## src/mesh_config.svh

```systemverilog
/*
 * Build-time sizing for the 2x2 mesh NoC.
 * Address is {x, y}, so MESH_ADDR_WIDTH must stay twice MESH_COORD_WIDTH.
 * The testbench draws destinations from 2 random bits and assumes MESH_DIM of 2.
 */
`ifndef MESH_CONFIG_SVH
`define MESH_CONFIG_SVH

// Payload carried by each packet
`define MESH_DATA_WIDTH 32

// Width of one X or Y coordinate
`define MESH_COORD_WIDTH 4

`define MESH_ADDR_WIDTH (2 * `MESH_COORD_WIDTH)

// Entries per router input FIFO
`define MESH_FIFO_DEPTH 4

// Nodes per side of the mesh
`define MESH_DIM 2

`endif

```

## src/mesh_pkg.sv

```systemverilog
/*
 * Shared types for the mesh routers.
 * packet_t packs dest_x, dest_y and data, so a flat {addr, data} word casts to it.
 */
`include "mesh_config.svh"

package mesh_pkg;

    localparam int NUM_PORTS = 5;

    // Router port indices, also used to index per-port arrays
    typedef enum logic [2:0] {
        NORTH = 3'd0,
        EAST  = 3'd1,
        SOUTH = 3'd2,
        WEST  = 3'd3,
        LOCAL = 3'd4
    } port_e;

    // X sits in the upper half of the address
    typedef struct packed {
        logic [`MESH_COORD_WIDTH-1:0] dest_x;
        logic [`MESH_COORD_WIDTH-1:0] dest_y;
        logic [`MESH_DATA_WIDTH-1:0]  data;
    } packet_t;

endpackage

```

## src/mesh_input_fifo.sv

```systemverilog
/*
 * Circular packet FIFO for one router input.
 * Push is ignored when full, pop is ignored when empty.
 * The head is read combinationally from storage and has no reset.
 */
`timescale 1ns/1ps
`include "mesh_config.svh"

module mesh_input_fifo (
    input  logic              clk,
    input  logic              rst_n,
    input  logic              push_i,
    input  mesh_pkg::packet_t push_pkt_i,
    input  logic              pop_i,
    output mesh_pkg::packet_t head_pkt_o,
    output logic              empty_o,
    output logic              full_o
);

    localparam int DEPTH = `MESH_FIFO_DEPTH;
    localparam int PTR_W = (DEPTH > 1) ? $clog2(DEPTH) : 1;
    localparam int CNT_W = $clog2(DEPTH + 1);

    mesh_pkg::packet_t mem [DEPTH];

    logic [PTR_W-1:0] wr_ptr_q;
    logic [PTR_W-1:0] rd_ptr_q;
    logic [CNT_W-1:0] count_q;
    logic             do_push;
    logic             do_pop;

    // Wrap at DEPTH so non power of two depths also work
    function automatic logic [PTR_W-1:0] ptr_inc(input logic [PTR_W-1:0] ptr);
        logic [PTR_W-1:0] nxt;
        nxt = (ptr == PTR_W'(DEPTH - 1)) ? '0 : ptr + 1'b1;
        return nxt;
    endfunction

    assign empty_o = (count_q == '0);
    assign full_o  = (count_q == CNT_W'(DEPTH));

    assign do_push = push_i && !full_o;
    assign do_pop  = pop_i && !empty_o;

    // Head is visible right after the edge that writes it
    assign head_pkt_o = mem[rd_ptr_q];

    always_ff @(posedge clk) begin
        if (do_push) begin
            mem[wr_ptr_q] <= push_pkt_i;
        end
    end

    always_ff @(posedge clk or negedge rst_n) begin
        if (!rst_n) begin
            wr_ptr_q <= '0;
            rd_ptr_q <= '0;
            count_q  <= '0;
        end else begin
            if (do_push) begin
                wr_ptr_q <= ptr_inc(wr_ptr_q);
            end
            if (do_pop) begin
                rd_ptr_q <= ptr_inc(rd_ptr_q);
            end
            // Simultaneous push and pop leaves the count alone
            if (do_push && !do_pop) begin
                count_q <= count_q + 1'b1;
            end else if (!do_push && do_pop) begin
                count_q <= count_q - 1'b1;
            end
        end
    end

endmodule

```

## src/mesh_rr_arbiter.sv

```systemverilog
/*
 * Round-robin arbiter for one router output.
 * A grant is held until advance_i, so a stalled output keeps its source.
 * Requests must stay high until their grant advances.
 */
`timescale 1ns/1ps

module mesh_rr_arbiter (
    input  logic                           clk,
    input  logic                           rst_n,
    input  logic [mesh_pkg::NUM_PORTS-1:0] req_i,
    input  logic                           advance_i,
    output logic [mesh_pkg::NUM_PORTS-1:0] grant_o
);

    localparam int N    = mesh_pkg::NUM_PORTS;
    localparam int PTR_W = $clog2(N);

    logic [PTR_W-1:0] ptr_q;
    logic [N-1:0]     held_q;
    logic [N-1:0]     fresh_grant;
    logic [PTR_W-1:0] grant_idx;
    logic [PTR_W-1:0] ptr_next;

    // First requester at or after the pointer
    always_comb begin
        int  idx;
        logic found;
        fresh_grant = '0;
        found       = 1'b0;
        for (int k = 0; k < N; k++) begin
            idx = int'(ptr_q) + k;
            if (idx >= N) begin
                idx = idx - N;
            end
            if (!found && req_i[idx]) begin
                fresh_grant[idx] = 1'b1;
                found            = 1'b1;
            end
        end
    end

    // Keep last cycle's winner while it still asks
    assign grant_o = (|(held_q & req_i)) ? held_q : fresh_grant;

    always_comb begin
        grant_idx = '0;
        for (int k = 0; k < N; k++) begin
            if (grant_o[k]) begin
                grant_idx = PTR_W'(k);
            end
        end
    end

    assign ptr_next = (grant_idx == PTR_W'(N - 1)) ? '0 : grant_idx + 1'b1;

    always_ff @(posedge clk or negedge rst_n) begin
        if (!rst_n) begin
            ptr_q  <= '0;
            held_q <= '0;
        end else if (advance_i) begin
            ptr_q  <= ptr_next;
            held_q <= '0;
        end else begin
            held_q <= grant_o;
        end
    end

endmodule

```

## src/mesh_router.sv

```systemverilog
/*
 * Five-port XY router, one packet per transfer.
 * X is resolved before Y; a packet for this node's coordinates leaves on LOCAL.
 * Output valid never looks at the downstream ready.
 */
`timescale 1ns/1ps
`include "mesh_config.svh"

module mesh_router #(
    parameter logic [`MESH_COORD_WIDTH-1:0] X_COORD = '0,
    parameter logic [`MESH_COORD_WIDTH-1:0] Y_COORD = '0
) (
    input  logic                        clk,
    input  logic                        rst_n,

    input  logic                        north_valid_i,
    input  logic [`MESH_DATA_WIDTH-1:0] north_data_i,
    input  logic [`MESH_ADDR_WIDTH-1:0] north_addr_i,
    output logic                        north_ready_o,
    output logic                        north_valid_o,
    output logic [`MESH_DATA_WIDTH-1:0] north_data_o,
    output logic [`MESH_ADDR_WIDTH-1:0] north_addr_o,
    input  logic                        north_ready_i,

    input  logic                        east_valid_i,
    input  logic [`MESH_DATA_WIDTH-1:0] east_data_i,
    input  logic [`MESH_ADDR_WIDTH-1:0] east_addr_i,
    output logic                        east_ready_o,
    output logic                        east_valid_o,
    output logic [`MESH_DATA_WIDTH-1:0] east_data_o,
    output logic [`MESH_ADDR_WIDTH-1:0] east_addr_o,
    input  logic                        east_ready_i,

    input  logic                        south_valid_i,
    input  logic [`MESH_DATA_WIDTH-1:0] south_data_i,
    input  logic [`MESH_ADDR_WIDTH-1:0] south_addr_i,
    output logic                        south_ready_o,
    output logic                        south_valid_o,
    output logic [`MESH_DATA_WIDTH-1:0] south_data_o,
    output logic [`MESH_ADDR_WIDTH-1:0] south_addr_o,
    input  logic                        south_ready_i,

    input  logic                        west_valid_i,
    input  logic [`MESH_DATA_WIDTH-1:0] west_data_i,
    input  logic [`MESH_ADDR_WIDTH-1:0] west_addr_i,
    output logic                        west_ready_o,
    output logic                        west_valid_o,
    output logic [`MESH_DATA_WIDTH-1:0] west_data_o,
    output logic [`MESH_ADDR_WIDTH-1:0] west_addr_o,
    input  logic                        west_ready_i,

    input  logic                        local_valid_i,
    input  logic [`MESH_DATA_WIDTH-1:0] local_data_i,
    input  logic [`MESH_ADDR_WIDTH-1:0] local_addr_i,
    output logic                        local_ready_o,
    output logic                        local_valid_o,
    output logic [`MESH_DATA_WIDTH-1:0] local_data_o,
    output logic [`MESH_ADDR_WIDTH-1:0] local_addr_o,
    input  logic                        local_ready_i
);

    localparam int NP = mesh_pkg::NUM_PORTS;

    logic [NP-1:0]     in_valid;
    logic [NP-1:0]     in_ready;
    logic [NP-1:0]     out_valid;
    logic [NP-1:0]     out_ready;
    logic [NP-1:0]     fifo_empty;
    logic [NP-1:0]     fifo_full;
    logic [NP-1:0]     fifo_pop;
    mesh_pkg::packet_t in_pkt   [NP];
    mesh_pkg::packet_t head_pkt [NP];
    mesh_pkg::packet_t out_pkt  [NP];
    mesh_pkg::port_e   route    [NP];
    // gnt[output][input]
    logic [NP-1:0]     gnt      [NP];

    // Bit order follows port_e with north as bit 0 and local as bit 4
    assign in_valid  = {local_valid_i, west_valid_i, south_valid_i, east_valid_i, north_valid_i};
    assign out_ready = {local_ready_i, west_ready_i, south_ready_i, east_ready_i, north_ready_i};

    assign in_pkt[mesh_pkg::NORTH] = {north_addr_i, north_data_i};
    assign in_pkt[mesh_pkg::EAST]  = {east_addr_i, east_data_i};
    assign in_pkt[mesh_pkg::SOUTH] = {south_addr_i, south_data_i};
    assign in_pkt[mesh_pkg::WEST]  = {west_addr_i, west_data_i};
    assign in_pkt[mesh_pkg::LOCAL] = {local_addr_i, local_data_i};

    assign north_ready_o = in_ready[mesh_pkg::NORTH];
    assign east_ready_o  = in_ready[mesh_pkg::EAST];
    assign south_ready_o = in_ready[mesh_pkg::SOUTH];
    assign west_ready_o  = in_ready[mesh_pkg::WEST];
    assign local_ready_o = in_ready[mesh_pkg::LOCAL];

    assign north_valid_o = out_valid[mesh_pkg::NORTH];
    assign east_valid_o  = out_valid[mesh_pkg::EAST];
    assign south_valid_o = out_valid[mesh_pkg::SOUTH];
    assign west_valid_o  = out_valid[mesh_pkg::WEST];
    assign local_valid_o = out_valid[mesh_pkg::LOCAL];

    assign north_data_o = out_pkt[mesh_pkg::NORTH].data;
    assign east_data_o  = out_pkt[mesh_pkg::EAST].data;
    assign south_data_o = out_pkt[mesh_pkg::SOUTH].data;
    assign west_data_o  = out_pkt[mesh_pkg::WEST].data;
    assign local_data_o = out_pkt[mesh_pkg::LOCAL].data;

    assign north_addr_o = {out_pkt[mesh_pkg::NORTH].dest_x, out_pkt[mesh_pkg::NORTH].dest_y};
    assign east_addr_o  = {out_pkt[mesh_pkg::EAST].dest_x, out_pkt[mesh_pkg::EAST].dest_y};
    assign south_addr_o = {out_pkt[mesh_pkg::SOUTH].dest_x, out_pkt[mesh_pkg::SOUTH].dest_y};
    assign west_addr_o  = {out_pkt[mesh_pkg::WEST].dest_x, out_pkt[mesh_pkg::WEST].dest_y};
    assign local_addr_o = {out_pkt[mesh_pkg::LOCAL].dest_x, out_pkt[mesh_pkg::LOCAL].dest_y};

    for (genvar i = 0; i < NP; i++) begin : gen_in
        mesh_pkg::port_e dir;

        mesh_input_fifo u_fifo (
            .clk        (clk),
            .rst_n      (rst_n),
            .push_i     (in_valid[i]),
            .push_pkt_i (in_pkt[i]),
            .pop_i      (fifo_pop[i]),
            .head_pkt_o (head_pkt[i]),
            .empty_o    (fifo_empty[i]),
            .full_o     (fifo_full[i])
        );

        assign in_ready[i] = ~fifo_full[i];

        // XY decision on the head packet
        always_comb begin
            if (head_pkt[i].dest_x == X_COORD && head_pkt[i].dest_y == Y_COORD) begin
                dir = mesh_pkg::LOCAL;
            end else if (head_pkt[i].dest_x > X_COORD) begin
                dir = mesh_pkg::EAST;
            end else if (head_pkt[i].dest_x < X_COORD) begin
                dir = mesh_pkg::WEST;
            end else if (head_pkt[i].dest_y > Y_COORD) begin
                dir = mesh_pkg::SOUTH;
            end else begin
                dir = mesh_pkg::NORTH;
            end
        end

        assign route[i] = dir;

        // Leave the FIFO on the edge our output transfers
        assign fifo_pop[i] = gnt[route[i]][i] & out_ready[route[i]];
    end

    for (genvar j = 0; j < NP; j++) begin : gen_out
        logic [NP-1:0]     req;
        mesh_pkg::packet_t sel_pkt;

        always_comb begin
            for (int i = 0; i < NP; i++) begin
                req[i] = !fifo_empty[i] && (int'(route[i]) == j);
            end
        end

        mesh_rr_arbiter u_arb (
            .clk       (clk),
            .rst_n     (rst_n),
            .req_i     (req),
            .advance_i (out_valid[j] & out_ready[j]),
            .grant_o   (gnt[j])
        );

        assign out_valid[j] = |gnt[j];

        always_comb begin
            sel_pkt = '0;
            for (int i = 0; i < NP; i++) begin
                if (gnt[j][i]) begin
                    sel_pkt = head_pkt[i];
                end
            end
        end

        assign out_pkt[j] = sel_pkt;
    end

endmodule

```

## src/mesh_2x2_top.sv

```systemverilog
/*
 * Square mesh of XY routers, MESH_DIM per side, node index y*MESH_DIM+x.
 * Edge inputs never send and edge outputs always accept, so
 * packets addressed outside the mesh are silently dropped.
 */
`timescale 1ns/1ps
`include "mesh_config.svh"

module mesh_2x2_top (
    input  logic                                                     clk,
    input  logic                                                     rst_n,
    input  logic [`MESH_DIM*`MESH_DIM-1:0]                           local_valid_i,
    input  logic [`MESH_DIM*`MESH_DIM-1:0][`MESH_DATA_WIDTH-1:0]     local_data_i,
    input  logic [`MESH_DIM*`MESH_DIM-1:0][`MESH_ADDR_WIDTH-1:0]     local_addr_i,
    output logic [`MESH_DIM*`MESH_DIM-1:0]                           local_ready_o,
    output logic [`MESH_DIM*`MESH_DIM-1:0]                           local_valid_o,
    output logic [`MESH_DIM*`MESH_DIM-1:0][`MESH_DATA_WIDTH-1:0]     local_data_o,
    output logic [`MESH_DIM*`MESH_DIM-1:0][`MESH_ADDR_WIDTH-1:0]     local_addr_o,
    input  logic [`MESH_DIM*`MESH_DIM-1:0]                           local_ready_i
);

    localparam int DIM   = `MESH_DIM;
    localparam int NODES = DIM * DIM;
    localparam int DW    = `MESH_DATA_WIDTH;
    localparam int AW    = `MESH_ADDR_WIDTH;
    localparam int CW    = `MESH_COORD_WIDTH;

    // Link signals indexed [direction][node], direction as in port_e
    logic [3:0][NODES-1:0]         in_valid;
    logic [3:0][NODES-1:0][DW-1:0] in_data;
    logic [3:0][NODES-1:0][AW-1:0] in_addr;
    logic [3:0][NODES-1:0]         in_ready;
    logic [3:0][NODES-1:0]         out_valid;
    logic [3:0][NODES-1:0][DW-1:0] out_data;
    logic [3:0][NODES-1:0][AW-1:0] out_addr;
    logic [3:0][NODES-1:0]         out_ready;

    for (genvar n = 0; n < NODES; n++) begin : gen_node
        mesh_router #(
            .X_COORD (CW'(n % DIM)),
            .Y_COORD (CW'(n / DIM))
        ) u_router (
            .clk           (clk),
            .rst_n         (rst_n),
            .north_valid_i (in_valid[mesh_pkg::NORTH][n]),
            .north_data_i  (in_data[mesh_pkg::NORTH][n]),
            .north_addr_i  (in_addr[mesh_pkg::NORTH][n]),
            .north_ready_o (in_ready[mesh_pkg::NORTH][n]),
            .north_valid_o (out_valid[mesh_pkg::NORTH][n]),
            .north_data_o  (out_data[mesh_pkg::NORTH][n]),
            .north_addr_o  (out_addr[mesh_pkg::NORTH][n]),
            .north_ready_i (out_ready[mesh_pkg::NORTH][n]),
            .east_valid_i  (in_valid[mesh_pkg::EAST][n]),
            .east_data_i   (in_data[mesh_pkg::EAST][n]),
            .east_addr_i   (in_addr[mesh_pkg::EAST][n]),
            .east_ready_o  (in_ready[mesh_pkg::EAST][n]),
            .east_valid_o  (out_valid[mesh_pkg::EAST][n]),
            .east_data_o   (out_data[mesh_pkg::EAST][n]),
            .east_addr_o   (out_addr[mesh_pkg::EAST][n]),
            .east_ready_i  (out_ready[mesh_pkg::EAST][n]),
            .south_valid_i (in_valid[mesh_pkg::SOUTH][n]),
            .south_data_i  (in_data[mesh_pkg::SOUTH][n]),
            .south_addr_i  (in_addr[mesh_pkg::SOUTH][n]),
            .south_ready_o (in_ready[mesh_pkg::SOUTH][n]),
            .south_valid_o (out_valid[mesh_pkg::SOUTH][n]),
            .south_data_o  (out_data[mesh_pkg::SOUTH][n]),
            .south_addr_o  (out_addr[mesh_pkg::SOUTH][n]),
            .south_ready_i (out_ready[mesh_pkg::SOUTH][n]),
            .west_valid_i  (in_valid[mesh_pkg::WEST][n]),
            .west_data_i   (in_data[mesh_pkg::WEST][n]),
            .west_addr_i   (in_addr[mesh_pkg::WEST][n]),
            .west_ready_o  (in_ready[mesh_pkg::WEST][n]),
            .west_valid_o  (out_valid[mesh_pkg::WEST][n]),
            .west_data_o   (out_data[mesh_pkg::WEST][n]),
            .west_addr_o   (out_addr[mesh_pkg::WEST][n]),
            .west_ready_i  (out_ready[mesh_pkg::WEST][n]),
            .local_valid_i (local_valid_i[n]),
            .local_data_i  (local_data_i[n]),
            .local_addr_i  (local_addr_i[n]),
            .local_ready_o (local_ready_o[n]),
            .local_valid_o (local_valid_o[n]),
            .local_data_o  (local_data_o[n]),
            .local_addr_o  (local_addr_o[n]),
            .local_ready_i (local_ready_i[n])
        );

        for (genvar d = 0; d < 4; d++) begin : gen_link
            // Neighbour in direction d, and the port that faces back at us
            localparam int NX  = (n % DIM) + int'(d == mesh_pkg::EAST) - int'(d == mesh_pkg::WEST);
            localparam int NY  = (n / DIM) + int'(d == mesh_pkg::SOUTH)
                                 - int'(d == mesh_pkg::NORTH);
            localparam int OPP = (d + 2) % 4;

            if (NX >= 0 && NX < DIM && NY >= 0 && NY < DIM) begin : gen_inner
                assign in_valid[d][n]  = out_valid[OPP][NY * DIM + NX];
                assign in_data[d][n]   = out_data[OPP][NY * DIM + NX];
                assign in_addr[d][n]   = out_addr[OPP][NY * DIM + NX];
                assign out_ready[d][n] = in_ready[OPP][NY * DIM + NX];
            end else begin : gen_edge
                assign in_valid[d][n]  = 1'b0;
                assign in_data[d][n]   = '0;
                assign in_addr[d][n]   = '0;
                assign out_ready[d][n] = 1'b1;
            end
        end
    end

endmodule

```

## config.mk

```make
export PLATFORM = sky130hd
export DESIGN_NAME = mesh_2x2_top
export DESIGN_NICKNAME = d
export VERILOG_FILES = /design/src/mesh_pkg.sv /design/src/mesh_input_fifo.sv /design/src/mesh_rr_arbiter.sv /design/src/mesh_router.sv /design/src/mesh_2x2_top.sv
export VERILOG_INCLUDE_DIRS = /design/src
export SDC_FILE = /design/constraint.sdc
export NUM_CORES = 2
export LEC_CHECK = 0
export CAP_MARGIN = 20
export CELL_PAD_IN_SITES_DETAIL_PLACEMENT = 1
export CELL_PAD_IN_SITES_GLOBAL_PLACEMENT = 2
export CORE_MARGIN = 2
export CORE_UTILIZATION = 51
export CTS_BUF_LIST = sky130_fd_sc_hd__clkbuf_4 sky130_fd_sc_hd__clkbuf_8
export DETAILED_ROUTE_END_ITERATION = 7
export DONT_BUFFER_PORTS = 1
export PLACE_DENSITY_LB_ADDON = 0.1
export SETUP_SLACK_MARGIN = 0.02
export SKIP_LAST_GASP = 1
export SYNTH_ARGS = -nofsm -noshare
export SYNTH_HDL_FRONTEND = slang
export SYNTH_SLANG_ARGS = --single-unit
```

## constraint.sdc

```tcl
create_clock -name clk -period 12.56 [get_ports clk]
set_input_delay 0.628 -clock clk [delete_from_list [all_inputs] [get_ports clk]]
set_output_delay 0.628 -clock clk [all_outputs]
set_load 0.01 [all_outputs]
```

Yosys cells after proc, flatten, opt, wreduce, memory -nomap -nowiden
Memories as Yosys holds them, arrays and structs flattened.
Cells that the tools add are included.

operators by class
  add/subtract/negate cells = 256
  order comparisons = 400
  eq/ne operators = 156
  muxes and demuxes = 1232
  bitwise operators = 164
  reduce and logical (&&, ||, !) cells = 604

operators with widths
  cell                                                                                  count
  32-bit by 1-bit greater-or-equal comparator with 1-bit output, second input constant  100
  32-bit by 5-bit < comparator with 1-bit output, second input constant                 100
  32-bit 2-to-1 mux                                                                     100
  40-bit 2-to-1 mux                                                                     60
  5-bit 2-to-1 mux                                                                      148
  3-bit 2-to-1 mux                                                                      172
  1-bit 2-to-1 mux                                                                      452
  5-bit bitwise OR                                                                      80
  4-bit by 3-bit subtractor with 5-bit output, second input constant                    80
  1-bit binary-select mux with 3-bit select                                             120
  1-bit logical AND                                                                     356
  4-bit by 3-bit greater-or-equal comparator with 1-bit output, second input constant   80
  5-bit binary-select mux with 3-bit select                                             20
  1-bit demux with 3-bit select                                                         100
  3-bit == test, second input constant                                                  92
  5-bit OR reduction                                                                    40
  3-bit by 2-bit adder with 4-bit output, second input constant                         40
  1-bit zero test                                                                       136
  3-bit zero test                                                                       40
  2-bit 2-to-1 mux                                                                      52
  5-bit bitwise AND                                                                     20
  3-bit by 1-bit adder with 3-bit output, second input constant                         32
  4-bit by 1-bit greater-than comparator with 1-bit output, second input constant       24
  3-bit by 1-bit adder with 4-bit output, second input constant                         20
  21 further kinds                                                                      348

word-level totals
  flip-flop bits (word level) = 268
  bits in writable memories = 1920
  input bits = 170
  output and inout port bits = 168
  logic and storage cells = 2908
  memories = 12

memory list
  memory                                     depth  bits a word  read ports  clocked after Yosys merged registers in  write ports  RTL line               RTL
  gen_node[0].u_router.gen_in[1].u_fifo.mem  4      40           1           0                                        1            mesh_input_fifo.sv:24  mesh_pkg::packet_t mem [DEPTH];
  gen_node[0].u_router.gen_in[2].u_fifo.mem  4      40           1           0                                        1            mesh_input_fifo.sv:24
  gen_node[0].u_router.gen_in[4].u_fifo.mem  4      40           1           0                                        1            mesh_input_fifo.sv:24
  gen_node[1].u_router.gen_in[2].u_fifo.mem  4      40           1           0                                        1            mesh_input_fifo.sv:24
  gen_node[1].u_router.gen_in[3].u_fifo.mem  4      40           1           0                                        1            mesh_input_fifo.sv:24
  gen_node[1].u_router.gen_in[4].u_fifo.mem  4      40           1           0                                        1            mesh_input_fifo.sv:24
  6 more memories                            n/a    n/a          n/a         n/a                                      n/a          n/a

Logic depth before layout (Yosys ltp)
An unclocked memory read counts as a cell.

  depth in word-level cells = 33
  mapped depth = 24
  gate-level depth less buffers = 21

By module
A second synthesis with hierarchy kept.

second synthesis, totals
  cells, all modules = 16598
  area total of the unflattened synthesis = 201155.4 um^2

by module, submodules not included
  module                                                       instances  cells each  area each (um^2)  seq. area each (um^2)
  mesh_input_fifo                                              20         247         6211.0            4979.8
  mesh_rr_arbiter (gen_node[0].u_router.gen_out[0].u_arb ...)  19         276         2006.9            200.2
  mesh_router (gen_node[3].u_router)                           1          1530        9650.5            0.0
  mesh_router (gen_node[2].u_router)                           1          1544        9464.1            0.0
  mesh_router (gen_node[0].u_router)                           1          1521        9231.4            0.0
  mesh_router (gen_node[1].u_router)                           1          1506        8145.3            0.0
  mesh_rr_arbiter (gen_node[3].u_router.gen_out[4].u_arb)      1          311         2306.0            200.2
  mesh_2x2_top                                                 1          2           7.5               0.0

Worst setup path after synthesis
OpenSTA, ideal clock, no wires.

  path type = register to register
  start point = register gen_node[3].u_router.gen_out[1].u_arb.ptr_q[2]
  end point = register gen_node[3].u_router.gen_in[4].u_fifo.count_q[1]
  arrival time = 5.266 ns
  required time = 12.435 ns
  path slack = 7.169 ns
  stages on the path, launching flop included = 21
  path buffers = 4
  clock period less this slack = 5.391 ns
  cells stage by stage = dfrtp_1 clkbuf_1 clkbuf_1 inv_1 ha_1 clkbuf_1 a211oi_1 and2_0 clkbuf_1 mux2_2 a221oi_1 o31a_1 a41oi_1 a31oi_1 a21oi_1 a211oi_1 inv_1 ha_1 inv_1 fa_1 mux2_2

on the way
  cells in the longest elaborated chain, start to end = 27
  elaborated cells between the ends (all ways) = 91
  classes of those cells = add/sub: 9; order compare: 15; mux: 44; bitwise: 5; reduce/logical: 18

ends and longest elaborated chain
  what                                                                                                    RTL line               RTL
  from (decl)                                                                                             mesh_rr_arbiter.sv:19  logic [PTR_W-1:0] ptr_q;
  from (signal assigned)                                                                                  mesh_rr_arbiter.sv:62  ptr_q <= ptr_next;
  branches (longest 17 deep; another with 32-bit by 1-bit greater-or-equal comparator with 1-bit output)  n/a
  5-bit 2-to-1 mux *                                                                                      mesh_rr_arbiter.sv:36  if (!found && req_i[idx]) begin
  5-bit 2-to-1 mux *                                                                                      mesh_rr_arbiter.sv:44  assign grant_o = (|(held_q & req_i)) ? held_q : fresh_grant;
  5-bit binary-select mux with 3-bit select *                                                             mesh_router.sv:146     assign fifo_pop[i] = gnt[route[i]][i] & out_ready[route[i]];
  5-bit 2-to-1 mux (implied by the code) * (2 in series)                                                  mesh_router.sv:146
  1-bit bitwise AND *                                                                                     mesh_router.sv:146
  1-bit logical AND *                                                                                     mesh_input_fifo.sv:43  assign do_pop = pop_i && !empty_o;
  1-bit zero test                                                                                         mesh_input_fifo.sv:67  if (do_push && !do_pop) begin
  1-bit logical AND                                                                                       mesh_input_fifo.sv:67
  3-bit 2-to-1 mux or 2-bit nonzero test (tied branches)                                                  n/a
  to (signal assigned)                                                                                    mesh_input_fifo.sv:68  count_q <= count_q + 1'b1;
  to (signal assigned)                                                                                    mesh_input_fifo.sv:70  count_q <= count_q - 1'b1;
  to (decl)                                                                                               mesh_input_fifo.sv:28  logic [CNT_W-1:0] count_q;

Every way passes the cells marked *. The select of a mux whose other input is x is not followed.
A chain may end at the register's enable or synchronous reset.

==> metrics.csv <==
stage,metric,value,unit
route,via_per_inst,6.72,
floorplanning,fp.dieW,472,um
logic_synthesis,synth-seq-area-share,0.568,
logic_synthesis,synthTopCellsByCount,"edfxtp_1, nand2_1, nor2_1",
cts,clk_latency,1130,ps
min_path,hold_path_class,in -> async,
logic_synthesis,synth_edf_count,1920,
place,port_buffers,0,
setup_path,timing.critical_path.buf_inv,2,
sta,slew_violations,0,
setup_path,path_depth,12,
grt,antenna_found_initial,19,
route,drtIter0Drc,9641,
pwr,p_leak,43.0,nW
setup_path,end_kind,output port,
sta,rsz0062_at_grt,false,
logic_synthesis,synth.most_common_cell,edfxtp_1,
logic_synthesis,synth_area_leaders,"edfxtp_1, mux4_2, dfrtp_1, ha_1, nand2_1",
grt,grt_pass1_wl,568,mm
floorplanning,die_y,472,um
cts,tritoncts,built,
floorplanning,ios,338,
status,run_status,"finished, final reports clean",
logic_synthesis,yosysUniqueCellTypes,122,
layout,nNetsFinal,9390,
logic_synthesis,synthCells,8682,
route,ant_nets,0,
setup_path,slowest_delay,1040,ps
place,dp_hpwl,275,mm
sta,finClkSkew,129,ps
sta,maxSlewHeadroom,0.129,
place,routabilityCongestion,0.907,
cts,clkSinkCount,2150,
layout,multi_input_area,45500,um2
route,drcViolationCount,0,
setup_path,cpLargestDelayFamily,compound AO/OA/AOI/OAI gates,
route,first_pass_iters,6,
logic_synthesis,ys_ff_latch,2150,
setup_path,crit_required,11930,ps
floorplanning,rows,171,
setup_path,path_cells,buf_4 > mux4_2 > or4_1 > nor2_1 > a21oi_1 > a211oi_1 > or3b_1 > o2111a_1 > a22oi_4 > buf_4 > a21oi_1 > o21ai_0,
sta,hold_viol_final,0,
setup_path,endpoint,local_data_o[20],
setup_path,crit_type,reg -> out,
layout,fin_util,0.573,
layout,final-seq-area,63400,um2
pwr,ir_worst_vdd,0.000264,V
layout,fillers,21265,
setup_path,worstReg2RegEnd,gen_node[1].u_router.gen_in[3].u_fifo.mem[0][7],
layout,syn2layout_area_growth,11.5,%
grt,grt_util_all_layers,0.347,
layout,layout-drive-gt1-share,0.177,
sta,min_period,7940,ps
logic_synthesis,async_reset_ff_frac,0.107,
setup_path,cp-start-kind,flip-flop,
grt,grt-ovfl-total,0,
floorplanning,dieArea,223000,um2
grt,grt_max_degree,231,
route,wirelength,393,mm
sta,finalSetupTns,0,ps
setup_path,worst_path_max_delay_cell,o21ai_0,
floorplanning,start_util,0.514,
cts,clk_pin_slew,50,ps
route,vias,80871,
sta,max_freq,0.126,GHz
logic_synthesis,syn_area,112000,um2
setup_path,rr_worst_depth,17,
cts,cts_made_buffers,370,
logic_synthesis,synth_area_per_cell,12.9,um2
cts,postCtsSetupBuffers,0,
floorplanning,core-area,217000,um2
job,maxCapViolCount,0,
sta,setup_viol,0,
logic_synthesis,yosys.area.top_type,edfxtp_1,
setup_path,reg2reg_from,gen_node[0].u_router.gen_out[1].u_arb.ptr_q[0],
cts,clk_path_buf_depth,4,
logic_synthesis,ys.warnings.count,0,
setup_path,r2r_slack,5310,ps
logic_synthesis,synth_top_area_frac,0.516,
sta,max_slew.worst_pin.slew,1290,ps
cts,h-tree-depth,5,
route,detail_route.wl_per_cell,32.7,um
cts,cts_root_buf,clkbuf_8,
pwr,powerDensity,307,nW/um2
setup_path,critPathMaxFanout,77,
logic_synthesis,ys.flop_type,edfxtp_1,
setup_path,crit_arrival,7310,ps
sta,post-route-period-util,0.632,
grt,grt_pass1_vias,81417,
## final cells by class
class                           instances  area share
Sequential cell                      2150       0.509
Multi-Input combinational cell       5748       0.365
Clock buffer                          509      0.0501
Timing Repair Buffer                  373      0.0292
Tap cell                             2854      0.0287
Clock inverter                        144     0.00991
Inverter                              253     0.00762
Antenna cell                            6    0.000120
## cells in the final DEF (no fill, tap or decap), types with 48 or more instances in the layout
master / count
ha_1: 296
o21a_1: 69
nor2b_1: 105
o21ai_0: 448
o211ai_1: 64
nand3_1: 139
clkbuf_4: 132
and3_1: 55
inv_1: 239
mux2i_1: 159
edfxtp_1: 1920
o22ai_1: 48
a21o_1: 58
a31oi_1: 98
nor4_1: 68
nand2_1: 729
dlygate4sd3_1: 171
a21oi_1: 405
mux4_2: 446
dfrtp_1: 211
nor2_1: 571
and2_1: 50
clkbuf_8: 388
buf_4: 156
nor3b_1: 66
a22o_1: 51
a221oi_1: 58
or3_1: 58
clkinv_2: 48
mux2_2: 176
a211oi_1: 61
xnor2_1: 50
nand2b_1: 89
nor3_1: 195
a22oi_1: 180
clkinv_1: 71
## state kept, by name, summed over array words and instances (netlist names)
signal and flops:
gen_node.u_router.gen_in.u_fifo.wr_ptr_q 24, gen_node.u_router.gen_in.u_fifo.rd_ptr_q 24, gen_node.u_router.gen_in.u_fifo.count_q 54, gen_node.u_router.gen_out.u_arb.ptr_q 48, gen_node.u_router.gen_out.u_arb.held_q 80, gen_node.u_router.gen_in.u_fifo.mem 1920
## where the power goes
part / switching, W / internal, W
Clock: 0.00298 / 0.00367
Sequential: 0.000824 / 0.0112
Combinational: 0.0137 / 0.00588
## worst reg2reg max path, stage by stage, from the launching register on
cell and delay (ps):
dfrtp_1 930, clkinv_1 800, ha_1 520, inv_1 110, ha_1 230, a21oi_1 170, xnor2_1 380, nor4b_1 360
a211oi_1 150, o21ai_1 300, and4bb_2 300, a211oi_1 430, nor2_4 30, buf_4 320, nor3_2 240, buf_4 510
a22oi_1 220, o21ai_0 860
## worst min-delay path by stage
| stage | start | to | slack, ps | depth (start not counted) |
|---|---|---|---|---|
| after floorplan | rst_n | gen_node[0].u_router.gen_in[1].u_fifo.count_q[0] | 330 | 0 |
| after global placement | rst_n | async pin | 350 | 0 |
| after detailed placement | rst_n | async pin | 350 | 0 |
| after CTS | local_valid_i[2] | flip-flop | 10 | 3 |
| after global routing | local_valid_i[3] | gen_node[3].u_router.gen_in[4].u_fifo.mem[0][21] | 20 | 1 |
| final | rst_n | async pin | 40 | 2 |
## stage by stage
| step | area, um2 | worst slack, ps | hold WS [ps] | power, W | cells |
|---|---|---|---|---|---|
| 2_1_floorplan | 112000 | 7170 | 332 | 0.0233 | 8701 |
| 3_3_place_gp | 115000 | 5480 | 349 | 0.0301 | 11154 |
| 3_5_place_dp | 115000 | 5320 | 346 | 0.0309 | 11168 |
| 4_1_cts | 124000 | 4330 | 13.8 | 0.0376 | 11990 |
| 5_1_grt | 125000 | 4250 | 20.3 | 0.0398 | 12033 |
| 6_report | 125000 | 4630 | 38.4 | 0.0383 | 12037 |
## cells by family (layout without fill, tap and decap cells)
kind of cell | after synthesis | in the layout | share of synthesized area
other | 1 | 26 | 0.0000336
AND/OR/NAND/NOR | 2479 | 2479 | 0.111
multiplexers | 794 | 794 | 0.123
XOR/XNOR | 90 | 90 | 0.00706
flip-flops | 2150 | 2150 | 0.568
adder cells (fa/ha/maj) | 324 | 324 | 0.0382
AO/OA/AOI/OAI | 2041 | 2041 | 0.124
buffers and inverters | 803 | 1279 | 0.0287
## metal layers
layer,GRT usage,vias up,routed length (um)
li1,-,34391,-
met1,0.465,41809,155000
met2,0.540,3976,182000
met3,0.0904,693,39100
met4,0.142,2,17300
met5,0,-,22
## what timing repair did
action,in CTS,in global routing
gates resized for setup,0,0
hold buffers,169,3
hold endpoints to repair,912,15
(Power assumes the default switching activity.)
